[src/console_cfg.svh]
// Console configuration macros for buffer depth, text image size and font height
`ifndef CONSOLE_CFG_SVH
`define CONSOLE_CFG_SVH

// Cell address width, 64 cells in the ring
`define CON_ADDR_BITS    6

// Visible text image
`define CON_IMG_WIDTH    8    // Characters per text row
`define CON_IMG_HEIGHT   4    // Visible text rows

// Scanlines sent for every text row
`define CON_FONT_HEIGHT  2

// Width of the tab blank count
`define CON_TAB_BITS     3

`endif

[src/char_codes_pkg.sv]
// Character codes: character type, ASCII control codes and decoded write commands
package char_codes_pkg;

  typedef logic [7:0] char_t;

  // Control codes the writer acts on
  localparam char_t ASCII_BS  = 8'h08;  // Backspace
  localparam char_t ASCII_HT  = 8'h09;  // Horizontal tab
  localparam char_t ASCII_LF  = 8'h0A;  // Line feed
  localparam char_t ASCII_CR  = 8'h0D;  // Carriage return
  localparam char_t ASCII_SP  = 8'h20;  // First printable code
  localparam char_t ASCII_DEL = 8'h7F;  // Delete, ignored

  // Cell content after clear, fill or backspace
  localparam char_t CHAR_BLANK = 8'h00;

  // What the writer does with one incoming code
  typedef enum logic [2:0] {
    CMD_NONE    = 3'd0,
    CMD_PUT     = 3'd1,
    CMD_BACK    = 3'd2,
    CMD_NEWLINE = 3'd3,
    CMD_TAB     = 3'd4
  } char_cmd_t;

endpackage

[src/console_pkg.sv]
// Console types: cell address, column index and the writer and scanner states
`include "console_cfg.svh"

package console_pkg;

  typedef logic [`CON_ADDR_BITS-1:0] addr_t;
  typedef logic [2:0]                col_t;

  // Writer FSM, reset enters the clear sequence
  typedef enum logic [2:0] {
    WR_CLEAR = 3'd0,
    WR_IDLE  = 3'd1,
    WR_PUT   = 3'd2,
    WR_FILL  = 3'd3,  // Newline or tab blanks
    WR_BACK  = 3'd4
  } wr_state_t;

  // Frame scanner FSM
  typedef enum logic [2:0] {
    RD_IDLE = 3'd0,
    RD_WAIT = 3'd1,  // Hold off until writer is idle
    RD_PREP = 3'd2,
    RD_GET  = 3'd3,
    RD_GAP  = 3'd4
  } rd_state_t;

endpackage

[src/char_console_top.sv]
// Text console buffer top level joining control, cursor, scanner and cell memory
`timescale 1ns/1ns
`include "console_cfg.svh"

module char_console_top (
  input  logic                     clk,
  input  logic                     rst,
  input  logic                     i_char_stb,
  input  char_codes_pkg::char_t    i_char,
  input  logic [`CON_TAB_BITS-1:0] i_tab_count,
  input  logic                     i_alt_func_en,
  input  logic                     i_clear_screen_stb,
  input  logic                     i_read_frame_stb,
  input  logic                     i_char_req_en,
  output logic                     o_char_rdy,
  output char_codes_pkg::char_t    o_char
);
  import char_codes_pkg::*;
  import console_pkg::*;

  // Cursor commands
  logic  cur_put;
  logic  cur_back;
  logic  cur_newline_step;
  logic  cur_tab_load;
  logic  cur_clear_step;
  logic  cur_clear_done;
  // Cursor status
  logic  at_line_end;
  logic  tab_done;
  logic  clear_last;
  logic  scrolled;
  addr_t wr_addr;
  addr_t row_start;
  // Memory and scanner
  logic  we;
  char_t wr_data;
  logic  scan_start;
  logic  scan_step;
  logic  frame_done;
  addr_t rd_addr;

  console_ctrl u_ctrl (
    .clk                (clk),
    .rst                (rst),
    .i_char_stb         (i_char_stb),
    .i_char             (i_char),
    .i_alt_func_en      (i_alt_func_en),
    .i_clear_screen_stb (i_clear_screen_stb),
    .i_read_frame_stb   (i_read_frame_stb),
    .i_char_req_en      (i_char_req_en),
    .i_at_line_end      (at_line_end),
    .i_tab_done         (tab_done),
    .i_clear_last       (clear_last),
    .i_frame_done       (frame_done),
    .o_cur_put          (cur_put),
    .o_cur_back         (cur_back),
    .o_cur_newline_step (cur_newline_step),
    .o_cur_tab_load     (cur_tab_load),
    .o_cur_clear_step   (cur_clear_step),
    .o_cur_clear_done   (cur_clear_done),
    .o_we               (we),
    .o_wr_data          (wr_data),
    .o_scan_start       (scan_start),
    .o_scan_step        (scan_step),
    .o_char_rdy         (o_char_rdy)
  );

  write_cursor u_cursor (
    .clk            (clk),
    .rst            (rst),
    .i_put          (cur_put),
    .i_back         (cur_back),
    .i_newline_step (cur_newline_step),
    .i_tab_load     (cur_tab_load),
    .i_tab_count    (i_tab_count),
    .i_clear_step   (cur_clear_step),
    .i_clear_done   (cur_clear_done),
    .o_wr_addr      (wr_addr),
    .o_row_start    (row_start),
    .o_at_line_end  (at_line_end),
    .o_tab_done     (tab_done),
    .o_clear_last   (clear_last),
    .o_scrolled     (scrolled)
  );

  frame_scanner u_scanner (
    .clk          (clk),
    .rst          (rst),
    .i_scan_start (scan_start),
    .i_scan_step  (scan_step),
    .i_row_start  (row_start),
    .i_scrolled   (scrolled),
    .o_rd_addr    (rd_addr),
    .o_frame_done (frame_done)
  );

  char_ram u_ram (
    .clk       (clk),
    .rst       (rst),
    .i_we      (we),
    .i_wr_addr (wr_addr),
    .i_wr_data (wr_data),
    .i_rd_addr (rd_addr),
    .o_rd_data (o_char)
  );

endmodule

[src/char_ram.sv]
// Character cell memory with one write port and a registered read port
`timescale 1ns/1ns
`include "console_cfg.svh"

module char_ram (
  input  logic                  clk,
  input  logic                  rst,
  input  logic                  i_we,
  input  console_pkg::addr_t    i_wr_addr,
  input  char_codes_pkg::char_t i_wr_data,
  input  console_pkg::addr_t    i_rd_addr,
  output char_codes_pkg::char_t o_rd_data
);
  import char_codes_pkg::*;

  char_t mem [0:(1 << `CON_ADDR_BITS) - 1];

  always_ff @(posedge clk) begin
    if (i_we) begin
      mem[i_wr_addr] <= i_wr_data;
    end
    o_rd_data <= mem[i_rd_addr];  // Data valid one cycle after the address
  end

  // A write must always land on a known cell
  a_wr_addr_known : assert property (
    @(posedge clk) disable iff (rst)
    i_we |-> !$isunknown(i_wr_addr)
  ) else $error("char_ram: write with unknown address");

endmodule

[src/console_ctrl.sv]
// Console control: code decoding, writer and scanner FSMs and clear sequencing
`timescale 1ns/1ns

module console_ctrl (
  input  logic                  clk,
  input  logic                  rst,
  input  logic                  i_char_stb,
  input  char_codes_pkg::char_t i_char,
  input  logic                  i_alt_func_en,
  input  logic                  i_clear_screen_stb,
  input  logic                  i_read_frame_stb,
  input  logic                  i_char_req_en,
  input  logic                  i_at_line_end,
  input  logic                  i_tab_done,
  input  logic                  i_clear_last,
  input  logic                  i_frame_done,
  output logic                  o_cur_put,
  output logic                  o_cur_back,
  output logic                  o_cur_newline_step,
  output logic                  o_cur_tab_load,
  output logic                  o_cur_clear_step,
  output logic                  o_cur_clear_done,
  output logic                  o_we,
  output char_codes_pkg::char_t o_wr_data,
  output logic                  o_scan_start,
  output logic                  o_scan_step,
  output logic                  o_char_rdy
);
  import char_codes_pkg::*;
  import console_pkg::*;

  wr_state_t  wr_state;
  rd_state_t  rd_state;
  char_t      r_char;
  logic       r_fill_tab;    // Fill in progress is a tab, not a newline
  logic       r_clear_pend;
  logic [1:0] r_clear_tail;
  char_cmd_t  cmd;
  logic       accept;

  function automatic char_cmd_t decode(input char_t c, input logic alt);
    char_cmd_t cmd_d;
    cmd_d = CMD_PUT;
    if (!alt) begin  // Raw write skips decoding
      case (c)
        ASCII_BS:           cmd_d = CMD_BACK;
        ASCII_HT:           cmd_d = CMD_TAB;
        ASCII_LF, ASCII_CR: cmd_d = CMD_NEWLINE;
        ASCII_DEL:          cmd_d = CMD_NONE;
        default: begin
          if (c < ASCII_SP) begin
            cmd_d = CMD_NONE;
          end
        end
      endcase
    end
    return cmd_d;
  endfunction

  assign cmd    = decode(i_char, i_alt_func_en);
  assign accept = i_char_stb && (wr_state == WR_IDLE) && !r_clear_pend;

  assign o_cur_put          = (wr_state == WR_PUT) || (wr_state == WR_FILL && r_fill_tab);
  assign o_cur_back         = (wr_state == WR_BACK);
  assign o_cur_newline_step = (wr_state == WR_FILL) && !r_fill_tab;
  assign o_cur_tab_load     = accept && (cmd == CMD_TAB);
  assign o_cur_clear_step   = (wr_state == WR_CLEAR) && (r_clear_tail == 2'd0);
  assign o_cur_clear_done   = (wr_state == WR_CLEAR) && (r_clear_tail == 2'd2);
  assign o_we      = o_cur_put || o_cur_back || o_cur_newline_step || o_cur_clear_step;
  assign o_wr_data = (wr_state == WR_PUT) ? r_char : CHAR_BLANK;

  assign o_scan_start = (rd_state == RD_PREP);
  assign o_scan_step  = (rd_state == RD_GAP);   // Advance once the read has landed
  assign o_char_rdy   = (rd_state == RD_GAP);

  always_ff @(posedge clk) begin
    if (accept) begin
      r_char <= i_char;
    end
  end

  always_ff @(posedge clk) begin
    if (rst) begin
      wr_state     <= WR_CLEAR;
      r_fill_tab   <= 1'b0;
      r_clear_pend <= 1'b0;
      r_clear_tail <= 2'd0;
    end else begin
      case (wr_state)
        WR_IDLE: begin
          if (r_clear_pend && rd_state == RD_IDLE) begin
            r_clear_pend <= 1'b0;
            wr_state     <= WR_CLEAR;
          end else if (accept) begin
            case (cmd)
              CMD_PUT:  wr_state <= WR_PUT;
              CMD_BACK: wr_state <= WR_BACK;
              CMD_NEWLINE: begin
                r_fill_tab <= 1'b0;
                wr_state   <= WR_FILL;
              end
              CMD_TAB: begin
                r_fill_tab <= 1'b1;
                if (!i_tab_done) begin  // Zero count writes nothing
                  wr_state <= WR_FILL;
                end
              end
              default: wr_state <= WR_IDLE;
            endcase
          end
        end
        WR_PUT:  wr_state <= WR_IDLE;
        WR_BACK: wr_state <= WR_IDLE;
        WR_FILL: begin
          if (r_fill_tab ? i_tab_done : i_at_line_end) begin
            wr_state <= WR_IDLE;
          end
        end
        WR_CLEAR: begin
          // Two settle cycles after the last cell
          if (r_clear_tail != 2'd0 || i_clear_last) begin
            r_clear_tail <= r_clear_tail + 2'd1;
          end
          if (r_clear_tail == 2'd2) begin
            r_clear_tail <= 2'd0;
            wr_state     <= WR_IDLE;
          end
        end
        default: wr_state <= WR_IDLE;
      endcase

      if (i_clear_screen_stb) begin
        r_clear_pend <= 1'b1;
      end
    end
  end

  always_ff @(posedge clk) begin
    if (rst) begin
      rd_state <= RD_IDLE;
    end else if (i_read_frame_stb) begin
      rd_state <= RD_WAIT;  // Restart from the top
    end else begin
      case (rd_state)
        RD_WAIT: begin
          if (wr_state == WR_IDLE) begin
            rd_state <= RD_PREP;
          end
        end
        RD_PREP: rd_state <= RD_GET;
        RD_GET: begin
          if (i_char_req_en) begin
            rd_state <= RD_GAP;
          end
        end
        RD_GAP:  rd_state <= i_frame_done ? RD_IDLE : RD_GET;
        default: rd_state <= RD_IDLE;
      endcase
    end
  end

  // Scanner output must never overlap a buffer clear
  a_no_rdy_in_clear : assert property (
    @(posedge clk) disable iff (rst)
    !(o_char_rdy && wr_state == WR_CLEAR)
  ) else $error("console_ctrl: character output during clear");

endmodule

[src/frame_scanner.sv]
// Frame scanner: frame start, raster counters and the read address of each cell
`timescale 1ns/1ns
`include "console_cfg.svh"

module frame_scanner (
  input  logic               clk,
  input  logic               rst,
  input  logic               i_scan_start,
  input  logic               i_scan_step,
  input  console_pkg::addr_t i_row_start,
  input  logic               i_scrolled,
  output console_pkg::addr_t o_rd_addr,
  output logic               o_frame_done
);
  import console_pkg::*;

  localparam int    ROW_BITS  = $clog2(`CON_IMG_HEIGHT);
  localparam int    SCAN_BITS = (`CON_FONT_HEIGHT > 1) ? $clog2(`CON_FONT_HEIGHT) : 1;
  localparam addr_t ROW_STEP  = addr_t'(`CON_IMG_WIDTH);
  localparam addr_t WIN_SPAN  = addr_t'((`CON_IMG_HEIGHT - 1) * `CON_IMG_WIDTH);
  localparam col_t  LAST_COL  = col_t'(`CON_IMG_WIDTH - 1);

  addr_t                r_rd_addr;
  addr_t                r_row_base;  // First cell of the text row in flight
  col_t                 r_col;
  logic [SCAN_BITS-1:0] r_scan;
  logic [ROW_BITS-1:0]  r_row;
  addr_t                frame_start;
  logic                 row_end;
  logic                 scan_end;

  // Window follows the cursor row once scrolled
  assign frame_start  = i_scrolled ? i_row_start - WIN_SPAN : '0;
  assign row_end      = (r_col == LAST_COL);
  assign scan_end     = (r_scan == SCAN_BITS'(`CON_FONT_HEIGHT - 1));
  assign o_frame_done = i_scan_step && row_end && scan_end &&
                        (r_row == ROW_BITS'(`CON_IMG_HEIGHT - 1));
  assign o_rd_addr    = r_rd_addr;

  always_ff @(posedge clk) begin
    if (rst) begin
      r_rd_addr  <= '0;
      r_row_base <= '0;
      r_col      <= '0;
      r_scan     <= '0;
      r_row      <= '0;
    end else if (i_scan_start) begin
      r_rd_addr  <= frame_start;
      r_row_base <= frame_start;
      r_col      <= '0;
      r_scan     <= '0;
      r_row      <= '0;
    end else if (i_scan_step) begin
      if (!row_end) begin
        r_col     <= r_col + 1'b1;
        r_rd_addr <= r_rd_addr + addr_t'(1);
      end else begin
        r_col <= '0;
        if (!scan_end) begin
          // Same text row again for the next scanline
          r_scan    <= r_scan + 1'b1;
          r_rd_addr <= r_row_base;
        end else begin
          r_scan     <= '0;
          r_row      <= r_row + 1'b1;
          r_row_base <= r_row_base + ROW_STEP;
          r_rd_addr  <= r_row_base + ROW_STEP;
        end
      end
    end
  end

endmodule

[src/write_cursor.sv]
// Write cursor: write position, current row start, tab count and scroll state
`timescale 1ns/1ns
`include "console_cfg.svh"

module write_cursor (
  input  logic                     clk,
  input  logic                     rst,
  input  logic                     i_put,
  input  logic                     i_back,
  input  logic                     i_newline_step,
  input  logic                     i_tab_load,
  input  logic [`CON_TAB_BITS-1:0] i_tab_count,
  input  logic                     i_clear_step,
  input  logic                     i_clear_done,
  output console_pkg::addr_t       o_wr_addr,
  output console_pkg::addr_t       o_row_start,
  output logic                     o_at_line_end,
  output logic                     o_tab_done,
  output logic                     o_clear_last,
  output logic                     o_scrolled
);
  import console_pkg::*;

  localparam int    ROW_BITS = $clog2(`CON_IMG_HEIGHT);
  localparam addr_t ROW_STEP = addr_t'(`CON_IMG_WIDTH);
  localparam col_t  LAST_COL = col_t'(`CON_IMG_WIDTH - 1);

  addr_t                    r_pos;
  addr_t                    r_row_start;
  addr_t                    r_clear_addr;
  col_t                     r_col;
  logic [ROW_BITS-1:0]      r_row;
  logic                     r_scrolled;
  logic [`CON_TAB_BITS-1:0] r_tab_cnt;
  addr_t                    back_addr;
  logic                     advance;

  assign advance   = i_put || i_newline_step;
  // Backspace never leaves the current row
  assign back_addr = (r_col != '0) ? r_pos - addr_t'(1) : r_pos;

  assign o_wr_addr     = i_clear_step ? r_clear_addr :
                         i_back       ? back_addr    : r_pos;
  assign o_row_start   = r_row_start;
  assign o_at_line_end = (r_col == LAST_COL);
  assign o_clear_last  = &r_clear_addr;
  assign o_scrolled    = r_scrolled;
  // Look ahead so the last blank of a tab ends the fill
  assign o_tab_done    = i_tab_load ? (i_tab_count == '0) : (r_tab_cnt == 1);

  always_ff @(posedge clk) begin
    if (rst) begin
      r_pos        <= '0;
      r_row_start  <= '0;
      r_clear_addr <= '0;
      r_col        <= '0;
      r_row        <= '0;
      r_scrolled   <= 1'b0;
      r_tab_cnt    <= '0;
    end else begin
      if (i_clear_step) begin
        r_clear_addr <= r_clear_addr + addr_t'(1);  // Wraps back to zero
      end

      if (i_tab_load) begin
        r_tab_cnt <= i_tab_count;
      end else if (i_put && r_tab_cnt != '0) begin
        r_tab_cnt <= r_tab_cnt - 1'b1;
      end

      if (i_clear_done) begin
        r_pos       <= '0;
        r_row_start <= '0;
        r_col       <= '0;
        r_row       <= '0;
        r_scrolled  <= 1'b0;
      end else if (advance) begin
        r_pos <= r_pos + addr_t'(1);
        if (r_col == LAST_COL) begin
          // Crossing into the next row
          r_col       <= '0;
          r_row_start <= r_row_start + ROW_STEP;
          if (!r_scrolled) begin
            r_row <= r_row + 1'b1;
            if (r_row == ROW_BITS'(`CON_IMG_HEIGHT - 2)) begin
              r_scrolled <= 1'b1;  // Cursor now on last visible row
            end
          end
        end else begin
          r_col <= r_col + 1'b1;
        end
      end else if (i_back && r_col != '0) begin
        r_pos <= back_addr;
        r_col <= r_col - 1'b1;
      end
    end
  end

  // Position stays inside the row that starts at r_row_start
  a_pos_in_row : assert property (
    @(posedge clk) disable iff (rst)
    addr_t'(r_pos - r_row_start) <= addr_t'(`CON_IMG_WIDTH)
  ) else $error("write_cursor: position outside current row");

endmodule
[config.mk]
export PLATFORM = sky130hd
export DESIGN_NAME = char_console_top
export DESIGN_NICKNAME = d
export VERILOG_FILES = /design/src/char_codes_pkg.sv /design/src/console_pkg.sv /design/src/char_console_top.sv /design/src/char_ram.sv /design/src/console_ctrl.sv /design/src/frame_scanner.sv /design/src/write_cursor.sv
export VERILOG_INCLUDE_DIRS = /design/src
export SDC_FILE = /design/constraint.sdc
export NUM_CORES = 1
export LEC_CHECK = 0
export ABC_AREA = 0
export CORE_UTILIZATION = 50
export CTS_CLUSTER_DIAMETER = 150
export DETAILED_ROUTE_END_ITERATION = 8
export DONT_BUFFER_PORTS = 1
export MAX_ROUTING_LAYER = met4
export SLEW_MARGIN = 0
export SYNTH_ARGS = -nofsm -noshare
export SYNTH_HDL_FRONTEND = slang
export SYNTH_SLANG_ARGS = --single-unit
[constraint.sdc]
create_clock -name clk -period 5 [get_ports clk]
set_input_delay 0.25 -clock clk [delete_from_list [all_inputs] [get_ports clk]]
set_output_delay 0.25 -clock clk [all_outputs]
set_load 0.05 [all_outputs]
==> results of run 1 <==
==> report_power, final <==
part	internal, uW	switching (uW)
Sequential	5220	40.0
Combinational	52.0	104
Clock	2760	1800
Total	8030	1950
==> area by class of cell <==
cell class,instances,area [um^2]
diodes,2,5.00
flip-flops and latches,577,16800
multi-input cells,659,6550
inverters,18,67.6
clock inverters,25,298
repair buffers,81,656
well taps,607,759
clock buffers,85,1740
fillers,3519,19700
==> stage by stage <==
step / instance area (um^2) / util (%) / hold slack [ns] / setup slack [ns] / power (uW)
after floorplan: 23600 / - / 0.326 / 1.79 / 5430
after global placement: 24600 / 52.8 / 0.323 / 1.45 / 5490
after detailed placement: 24600 / 52.8 / 0.323 / 1.31 / 5500
after CTS: 26800 / 57.6 / 0.00236 / 1.27 / 10100
after global routing: 26800 / 57.6 / 0.0582 / 1.07 / 10200
final: 26800 / 57.6 / 0.0312 / 1.28 / 9980
==> worst max-delay path by stage <==
stage | to | slack (ns)
2_1_floorplan | u_ram.mem[34][0] | 1.79
3_3_place_gp | u_ram.mem[56][2] | 1.45
3_5_place_dp | u_ram.mem[56][7] | 1.31
4_1_cts | u_ram.mem[56][2] | 1.27
5_1_grt | u_ram.mem[56][0] | 1.07
6_report | u_ram.mem[56][2] | 1.28
==> metal layers <==
metal	wire length, um	part of all wire, %	vias to the layer above
met5	0	0	-
met4	1160	2.0	0
met3	3720	6.5	73
met2	27300	48	407
met1	25100	44	6627
li1	-	-	5602
==> worst min-delay path, cell delays in order <==
cell and delay [ns]:
inv_1 0.05, nor3_1 0.06, nand2_1 0.14, a211oi_1 0.09
==> synthesized netlist by cell type (5+ instances only) <==
master,count,area (um^2)
nand4_1,8,50.1
mux4_2,109,2450
nand2_1,46,173
nor2_1,58,218
a211oi_1,11,82.6
a22oi_1,12,90.1
nand2b_1,7,43.8
nor3b_1,6,45.0
buf_1,5,18.8
nand3_1,23,115
nand3b_1,5,37.5
o21ai_0,18,90.1
o21ai_1,5,25.0
o211ai_1,7,52.6
ha_1,17,213
and2_1,10,62.6
a2111oi_0,12,105
a22o_1,7,61.3
a21oi_1,29,145
nor4_1,60,375
xor2_1,12,105
edfxtp_1,520,15600
buf_2,24,120
o22ai_1,8,50.1
nor4_2,10,125
buf_4,7,52.6
xnor2_1,12,105
mux2_2,8,90.1
or3_1,5,31.3
nor2b_1,8,50.1
inv_1,18,67.6
mux2i_1,54,541
dfxtp_1,57,1140
o221ai_1,11,96.3
clkbuf_1,45,169
nor3_1,16,80.1
a221oi_1,7,61.3
==> registers in the layout, summed over array words and instances, names as in the netlist, 6 cells and up <==
name                   cells
u_ctrl.r_char              8
u_cursor.r_clear_addr      6
u_ram.o_rd_data            8
u_scanner.o_rd_addr        6
u_cursor.r_pos             6
u_ram.mem                512
==> placed cells by master (no fill, tap or decap), types with 13 or more instances in the layout <==
cell           instances
a21oi_1               29
buf_4                 62
clkbuf_1              13
clkbuf_16             63
dfxtp_1               54
dlygate4sd3_1         19
edfxtp_1             520
ha_1                  17
inv_1                 18
mux2i_1               53
mux4_2               109
nand2_1               46
nand3_1               23
nor2_1                58
nor3_1                16
nor4_1                32
nor4_2                38
o21ai_0               18
==> cells by family (layout without fill, tap and decap cells) <==
| kind of cell | count (synthesis) | in the layout |
|---|---|---|
| buffers and inverters | 104 | 209 |
| muxes | 171 | 171 |
| AOI/OAI and AO/OA | 157 | 157 |
| xor gates and xnor gates | 24 | 24 |
| other | 0 | 2 |
| and+or+nand+nor | 290 | 290 |
| adders and majority gates | 17 | 17 |
| DFF | 577 | 577 |
==> reports/results.tsv, run 1 <==
metric	value	unit
DRT antenna net count	0	
Startpoint Class	flop	
number of max-cap violations	0	
Final Cycle Share	74.5	%
CP max-delay cell	or3_1	
CP Buf/Inv Count	1	
CP arrival	3.95	ns
Final Setup Violations	0	
launch point of the worst reg-to-reg path	u_ctrl.wr_state[2]	
pin count of the biggest net entering global routing	65	
HP Class	input pin to flop	
global-route wire length before repair	84300	um
Routed WL	57200	um
Crit path top cell by count	nor4_2	
Hold-fix buffers, CTS	19	
post-synthesis mux area share	13.1	%
post-DP HPWL	35000	um
Compound-Gate Fraction of Synth Area	4.73	%
vias per cell	6.19	
Synth Area in Adders	0.903	%
hold path start	i_char[0]	
fraction of registers with async set/reset	0	%
wire per inst	27.9	um
syn avg cell area	17.6	um^2
remaining design rule violation count	0	
Vert. Die Dim	219	um
FF+latch count, synth	577	
Final #Nets	1431	
post-synthesis simple-gate area fraction	7.15	%
Syn Inst Count	1340	
reg2reg setup slack	1.28	ns
setup TNS	0	ns
layer with the highest usage	met2	
fmax	0.269	GHz
Clock Sink Count	577	
normalized max-slew margin	17.8	%
top_reg_cell synth	edfxtp_1	
Vias	12709	
layout cells sized above 1	23.6	%
reg2reg end	u_ram.mem[56][2]	
xor-xnor portion of the synthesized cell area	0.892	%
Post-synth EDFFs	520	
number of global-route vias before repair	12574	
router iterations before antenna repair	5	
initial antenna violation count	1	
Die ar.	48000	um^2
Area Overhead vs Synth	13.9	%
hold endpoint	u_cursor.r_tab_cnt[0]	
Non-Filler Instances	2054	
Die W	219	um
CTS HTree Levels	2	
CTS Buf Count	59	
Rows	79	
final hold violation count	0	
RSZ-0062 raised after global routing	no	
Mapped Nets	1375	
Post-CTS Repair Setup Buffers	0	
Clock transition at path regs	0.06	ns
Syn Std Cell Area	23600	um^2
CP Class	flop to flop	
final RePlAce weighted congestion	0.856	
status	completed	
CTS Buffer Depth	3	
Pwr per Cell Area	372	nW/um^2
yosys warns	0	
CP Cell Sequence	or3b_1, nor4_2, nor3_2, or3_1, buf_4, nor4_2	
skew final	0.0161	ns
largest family of logic cells by synthesized area	multiplexers	
worst skew pair latency	0.61	ns
LEAKAGE	0.00815	uW
CORE AREA	46600	um^2
post-layout minimum cycle time	3.72	ns
PortBufs	0	
VDD IR max	0.317	mV
GRT overflow	0	
post-cts resize count	0	
Critical path origin	u_ctrl.wr_state[2]	
Yosys cell types	74	
Initial Utilization	50.6	%
placed insts	1923	
family with the most delay on the worst path	simple AND/OR/NAND/NOR gates	
Global Route met3 Usage	5.05	%
GRT Util Overall	25.1	%
CP Max Fanout	13	
Slew @ Worst Pin	1.23	ns
WP depth	6	
Final Max Slew Viols	0	
reg2reg path depth	6	
Req. time, crit path	5.23	ns
Root Buffer	clkbuf_16	
Boundary Pins	27	
Seq/Total Area, Yosys	71.1	%
worst hold path depth	4	
CTS tree	yes	
M1 GR Usage	34.9	%
crit end category	flop	
met2 GRT Util	38.0	%
DR iter-0 viols	1392	
critical path's largest stage delay	0.72	ns
Note: power is estimated with default switching activity, not from simulation.
==> inputs of run 2 (changes only) <==
--- a/config.mk
+++ b/config.mk
@@ -6,7 +6,7 @@
 export SDC_FILE = /design/constraint.sdc
 export NUM_CORES = 1
 export LEC_CHECK = 0
-export ABC_AREA = 0
+export ABC_AREA = 1
 export CORE_UTILIZATION = 50
 export CTS_CLUSTER_DIAMETER = 150
 export DETAILED_ROUTE_END_ITERATION = 8
==> constraint.sdc (replaced) <==
create_clock -name clk -period 3.6 [get_ports clk]
set_input_delay 0.18 -clock clk [delete_from_list [all_inputs] [get_ports clk]]
set_output_delay 0.18 -clock clk [all_outputs]
set_load 0.05 [all_outputs]
==> reports/results.tsv, run 2 <==
metric	value	unit
Mapped Nets	2098	
Largest Register	u_ram.mem	
Clock transition at path regs	0.06	ns
critical path's largest stage delay	0.70	ns
synth top area cells	edfxtp_1 (65%), nor2_1 (6.4%), o21ai_0 (5.9%)	
CTS Buffer Depth	3	
FF+latch count, synth	577	
wire per inst	22.4	um
fmax	0.334	GHz
Boundary Pins	27	
leading cell type in the layout, fill and taps excluded	edfxtp_1	
xor-xnor portion of the synthesized cell area	0.512	%
reg2reg path depth	11	
Req. time, crit path	3.86	ns
CP Max Fanout	8	
Final Max Slew Viols	0	
Initial Utilization	51.0	%
Vias	15916	
hold path start	rst	
CTS tree	yes	
number of global-route vias before repair	15628	
post-layout minimum cycle time	2.99	ns
largest registers	u_ram.mem: 512 flops, u_ctrl.r_char: 8 flops, u_ram.o_rd_data: 8 flops	
placed insts	2591	
Final Setup Violations	0	
Area Overhead vs Synth	11.8	%
Pwr per Cell Area	645	nW/um^2
Vert. Die Dim	221	um
post-DP HPWL	37100	um
Compound-Gate Fraction of Synth Area	11.8	%
normalized max-slew margin	42.3	%
Root Buffer	clkbuf_16	
Critical path origin	u_cursor.r_col[0]	
VDD IR max	0.563	mV
CP max-delay cell	nor2_1	
RSZ-0062 raised after global routing	no	
CORE AREA	47000	um^2
Die W	221	um
area leader, netlist	edfxtp_1	
yosys warns	0	
vias per cell	5.85	
Yosys cell types	42	
most frequent cells after synthesis	edfxtp_1 (520), nor2_1 (411), o21ai_0 (283)	
antenna cells	0	
Syn Std Cell Area	24000	um^2
CTS Buf Count	60	
worst skew pair latency	0.62	ns
CP arrival	3.26	ns
global-route wire length before repair	92300	um
Routed WL	61000	um
number of max-cap violations	0	
Syn Inst Count	2063	
Seq/Total Area, Yosys	69.9	%
Final #Nets	2100	
max reg flops	512	
CP Class	flop to flop	
post-cts resize count	0	
Die ar.	48800	um^2
CTS HTree Levels	2	
top_reg_cell synth	edfxtp_1	
Slew @ Worst Pin	0.865	ns
Post-CTS Repair Setup Buffers	0	
fraction of registers with async set/reset	0	%
router iterations before antenna repair	7	
layout cells sized above 1	8.76	%
most common cell in the netlist	edfxtp_1	
HP Class	input pin to flop	
area share of the largest cell type after synthesis	65.2	%
status	completed	
CP Cell Sequence	inv_1, ha_1, nand2_2, inv_2, nor2_1, nand3_1, xor2_1, nand2_1, nand2_4, nand4_2, nor2_1	
LEAKAGE	0.00919	uW
Clock Sink Count	577	
GRT Util Overall	25.8	%
skew final	0.0254	ns
Final Cycle Share	83.1	%
initial antenna violation count	0	
crit end category	flop	
DR iter-0 viols	1546	
Non-Filler Instances	2720	
Synth Area in Adders	0.888	%
Rows	79	
final hold violation count	0	
Hold-fix buffers, CTS	19	
post-synthesis simple-gate area fraction	13.3	%
launch point of the worst reg-to-reg path	u_cursor.r_col[0]	
GRT overflow	0	
Startpoint Class	flop	
post-synthesis mux area share	0	%
worst hold path depth	3	
final RePlAce weighted congestion	0.889	
DRT antenna net count	0	
PortBufs	0	
largest family of logic cells by synthesized area	simple AND/OR/NAND/NOR gates	
Crit path top cell by count	nor2_1	
pin count of the biggest net entering global routing	98	
Post-synth EDFFs	520	
setup TNS	0	ns
remaining design rule violation count	0	
syn avg cell area	11.6	um^2
commonest non-fill, non-tap cells in the layout	edfxtp_1 (520), nor2_1 (402), o21ai_0 (283)	
## run 2: kinds of logic after synthesis
family	after synthesis
XOR/XNOR	14
buffers and inverters	201
flip-flops	577
AND/OR/NAND/NOR	759
AO/OA/AOI/OAI	495
adder cells (fa/ha/maj)	17
## run 2: path summary, 6_finish.rpt
kind         slack (ns)                 endpoint
max                0.61         u_ram.mem[11][2]
min                0.01    u_cursor.r_tab_cnt[2]
max reg2reg        0.61         u_ram.mem[11][2]
min reg2reg        0.47  u_cursor.o_row_start[4]
## run 2: layout make-up
type / count / area [um^2]
Fill cell: 3849 / 20200
Inverter: 88 / 335
Tap cell: 607 / 759
Timing Repair Buffer: 53 / 608
Sequential cell: 577 / 16800
Multi-Input combinational cell: 1285 / 6410
Clock inverter: 36 / 323
Clock buffer: 74 / 1600
## run 2: per-stage QoR
stage | utilization [%] | power [uW] | setup WS, ns | area, um^2 | hold slack [ns]
finish | 57.1 | 17300 | 0.607 | 26800 | 0.0117
global route | 57.1 | 17900 | 0.417 | 26800 | 0.0495
CTS | 57.1 | 17400 | 0.712 | 26800 | 0.000646
detailed placement | 52.6 | 11300 | 0.728 | 24700 | 0.255
global placement | 52.6 | 11300 | 0.860 | 24700 | 0.251
floorplan | - | 10100 | 0.549 | 24000 | 0.257
## run 2: worst max-delay path, delay by kind of cell, from the launching register on
family	cells	cell delay (ns)
adder cells (fa/ha/maj)	1	0.21
flip-flops	1	0.34
AND/OR/NAND/NOR	7	1.76
buffers and inverters	2	0.13
XOR/XNOR	1	0.20
## run 2: where the power goes
part / switching, uW / internal [uW] / total [uW]
combinational: 2170 / 616 / 2790
clock: 2530 / 3550 / 6080
sequential: 305 / 8110 / 8410
## run 2: per-layer routing
metal	track usage (%)	part of all wire, %
met5	-	0
met3	5.62	7.4
met2	40.3	47
met1	33.2	42
met4	9.70	3.7
==> inputs of run 3 (changes only) <==
--- a/config.mk
+++ b/config.mk
@@ -12,6 +12,7 @@
 export DETAILED_ROUTE_END_ITERATION = 8
 export DONT_BUFFER_PORTS = 1
 export MAX_ROUTING_LAYER = met4
+export PLACE_DENSITY = 0.68
 export SLEW_MARGIN = 0
 export SYNTH_ARGS = -nofsm -noshare
 export SYNTH_HDL_FRONTEND = slang
==> constraint.sdc (replaced) <==
create_clock -name clk -period 2.7 [get_ports clk]
set_input_delay 0.135 -clock clk [delete_from_list [all_inputs] [get_ports clk]]
set_output_delay 0.135 -clock clk [all_outputs]
set_load 0.05 [all_outputs]
==> reports/results.tsv, run 3 (same netlist as run 2, synthesis figures left out) <==
metric	value	unit
status	completed	
placed insts	2673	
CTS Buf Count	57	
CP Max Fanout	8	
Final Cycle Share	92.6	%
leading cell type in the layout, fill and taps excluded	edfxtp_1	
pin count of the biggest net entering global routing	102	
DR iter-0 viols	1877	
wire per inst	21.9	um
max reg flops	512	
Rows	79	
skew final	0.0236	ns
Vias	16433	
GRT overflow	0	
Boundary Pins	27	
Clock transition at path regs	0.06	ns
Non-Filler Instances	2803	
critical path's largest stage delay	0.35	ns
CP Class	flop to flop	
final hold violation count	0	
Final Max Slew Viols	0	
CTS HTree Levels	2	
router iterations before antenna repair	6	
Min Hold Slack	0.0250	ns
Die W	221	um
Req. time, crit path	3.02	ns
CP Cell Sequence	inv_1, ha_1, nand2_2, nand4_1, xor2_1, nand2_1, a21oi_4, buf_12, nand4_4, nor2_1, buf_4	
fillcell total	3628	
post-layout minimum cycle time	2.50	ns
Vert. Die Dim	221	um
remaining design rule violation count	0	
LEAKAGE	0.00973	uW
hold path start	i_char[1]	
global-route wire length before repair	93300	um
Die ar.	48800	um^2
Root Buffer	clkbuf_16	
layout cells sized above 1	12.6	%
Initial Utilization	51.0	%
setup TNS	0	ns
worst skew pair latency	0.62	ns
top sig layer	met4	
CP arrival	2.82	ns
VDD IR max	0.574	mV
CP Buf/Inv Count	3	
Routed WL	61400	um
fmax	0.400	GHz
Slew @ Worst Pin	0.676	ns
post-DP HPWL	37600	um
commonest non-fill, non-tap cells in the layout	edfxtp_1 (520), nor2_1 (400), o21ai_0 (283)	
CORE AREA	47000	um^2
family with the most delay on the worst path	simple AND/OR/NAND/NOR gates	
antenna cells	0	
met2 WL	29900	um
initial antenna violation count	0	
final RePlAce weighted congestion	0.915	
normalized max-slew margin	54.9	%
Area Overhead vs Synth	15.4	%
CP max-delay cell	dfxtp_1	
Critical path origin	u_cursor.r_col[0]	
DR WL met3	5370	um
Startpoint Class	flop	
largest registers	u_ram.mem: 512 flops, u_ctrl.r_char: 8 flops, u_ram.o_rd_data: 8 flops	
Final Setup Violations	0	
CTS tree	yes	
number of global-route vias before repair	16162	
Clock Sink Count	577	
HP Class	input pin to flop	
Largest Register	u_ram.mem	
crit end category	flop	
DRT antenna net count	0	
wl on met1	24200	um
launch point of the worst reg-to-reg path	u_cursor.r_col[0]	
CTS Buffer Depth	3	
PortBufs	0	
vias per cell	5.86	
Final #Nets	2182	
number of max-cap violations	0	
GRT Util Overall	25.8	%
Pwr per Cell Area	850	nW/um^2
## run 3: changes by cell type in the layout (fill, tap and decap cells not counted), sizes merged
cell         previous run  this run
buf                    34       118
clkinv                 30        20
clkbuf                 74        80
bufinv                  6         8
clkinvlp                1         2
dlygate4sd3            19        20
inv                    87        86
## run 3: final cells by class
type                            instances  area [um^2]  share of cell area, %
Clock buffer                           80         1640                   5.91
Clock inverter                         28          347                   1.25
Inverter                               88          335                   1.21
Multi-Input combinational cell       1285         6470                   23.4
Sequential cell                       577        16800                   60.6
Tap cell                              607          759                   2.75
Timing Repair Buffer                  138         1350                   4.88
## run 3: worst reg2reg max path, cell delays in order, from the launching register on
cell and delay [ns]:
dfxtp_1 0.35, inv_1 0.09, ha_1 0.21, nand2_2 0.12
nand4_1 0.11, xor2_1 0.19, nand2_1 0.14, a21oi_4 0.29
buf_12 0.15, nand4_4 0.19, nor2_1 0.18, buf_4 0.19
## run 3: repair_timing
action | 4_1_cts | 5_1_grt
endpoints found under the hold margin | 35 | 0
hold buffers | 20 | 0
setup buffers | 0 | 2
endpoints found under the setup margin | 0 | 275
gates resized for setup | 0 | 12
## run 3: through the flow
stage               total power [uW]  utilization [%]  worst slack [ns]  area (um^2)
finish                         23500             58.9             0.200        27700
global route                   24300             58.9           -0.0121        27700
CTS                            23500             58.7             0.109        27600
detailed placement             15200             54.1             0.160        25400
global placement               15100             54.1             0.220        25400
floorplan                      13500                -            -0.351        24000
## run 3: path summary, 6_finish.rpt
check,endpoint,slack [ns],cells after the start
max,u_ram.mem[3][0],0.20,11
min,u_ctrl.wr_state[2],0.02,7
max reg2reg,u_ram.mem[3][0],0.20,11
min reg2reg,u_scanner.r_row[1],0.47,2
## run 3: where the power goes
group	leakage, uW	internal, uW	switching (uW)
Clock	0.000966	4980	3340
Combinational	0.00348	1010	2980
Sequential	0.00529	10800	403
Total	0.00973	16800	6720
## run 3: routing by layer
metal | up-vias | GRT usage, %
met4 | 0 | 9.14
met1 | 7929 | 32.7
met3 | 124 | 4.73
met5 | - | -
met2 | 786 | 41.9
li1 | 7594 | -
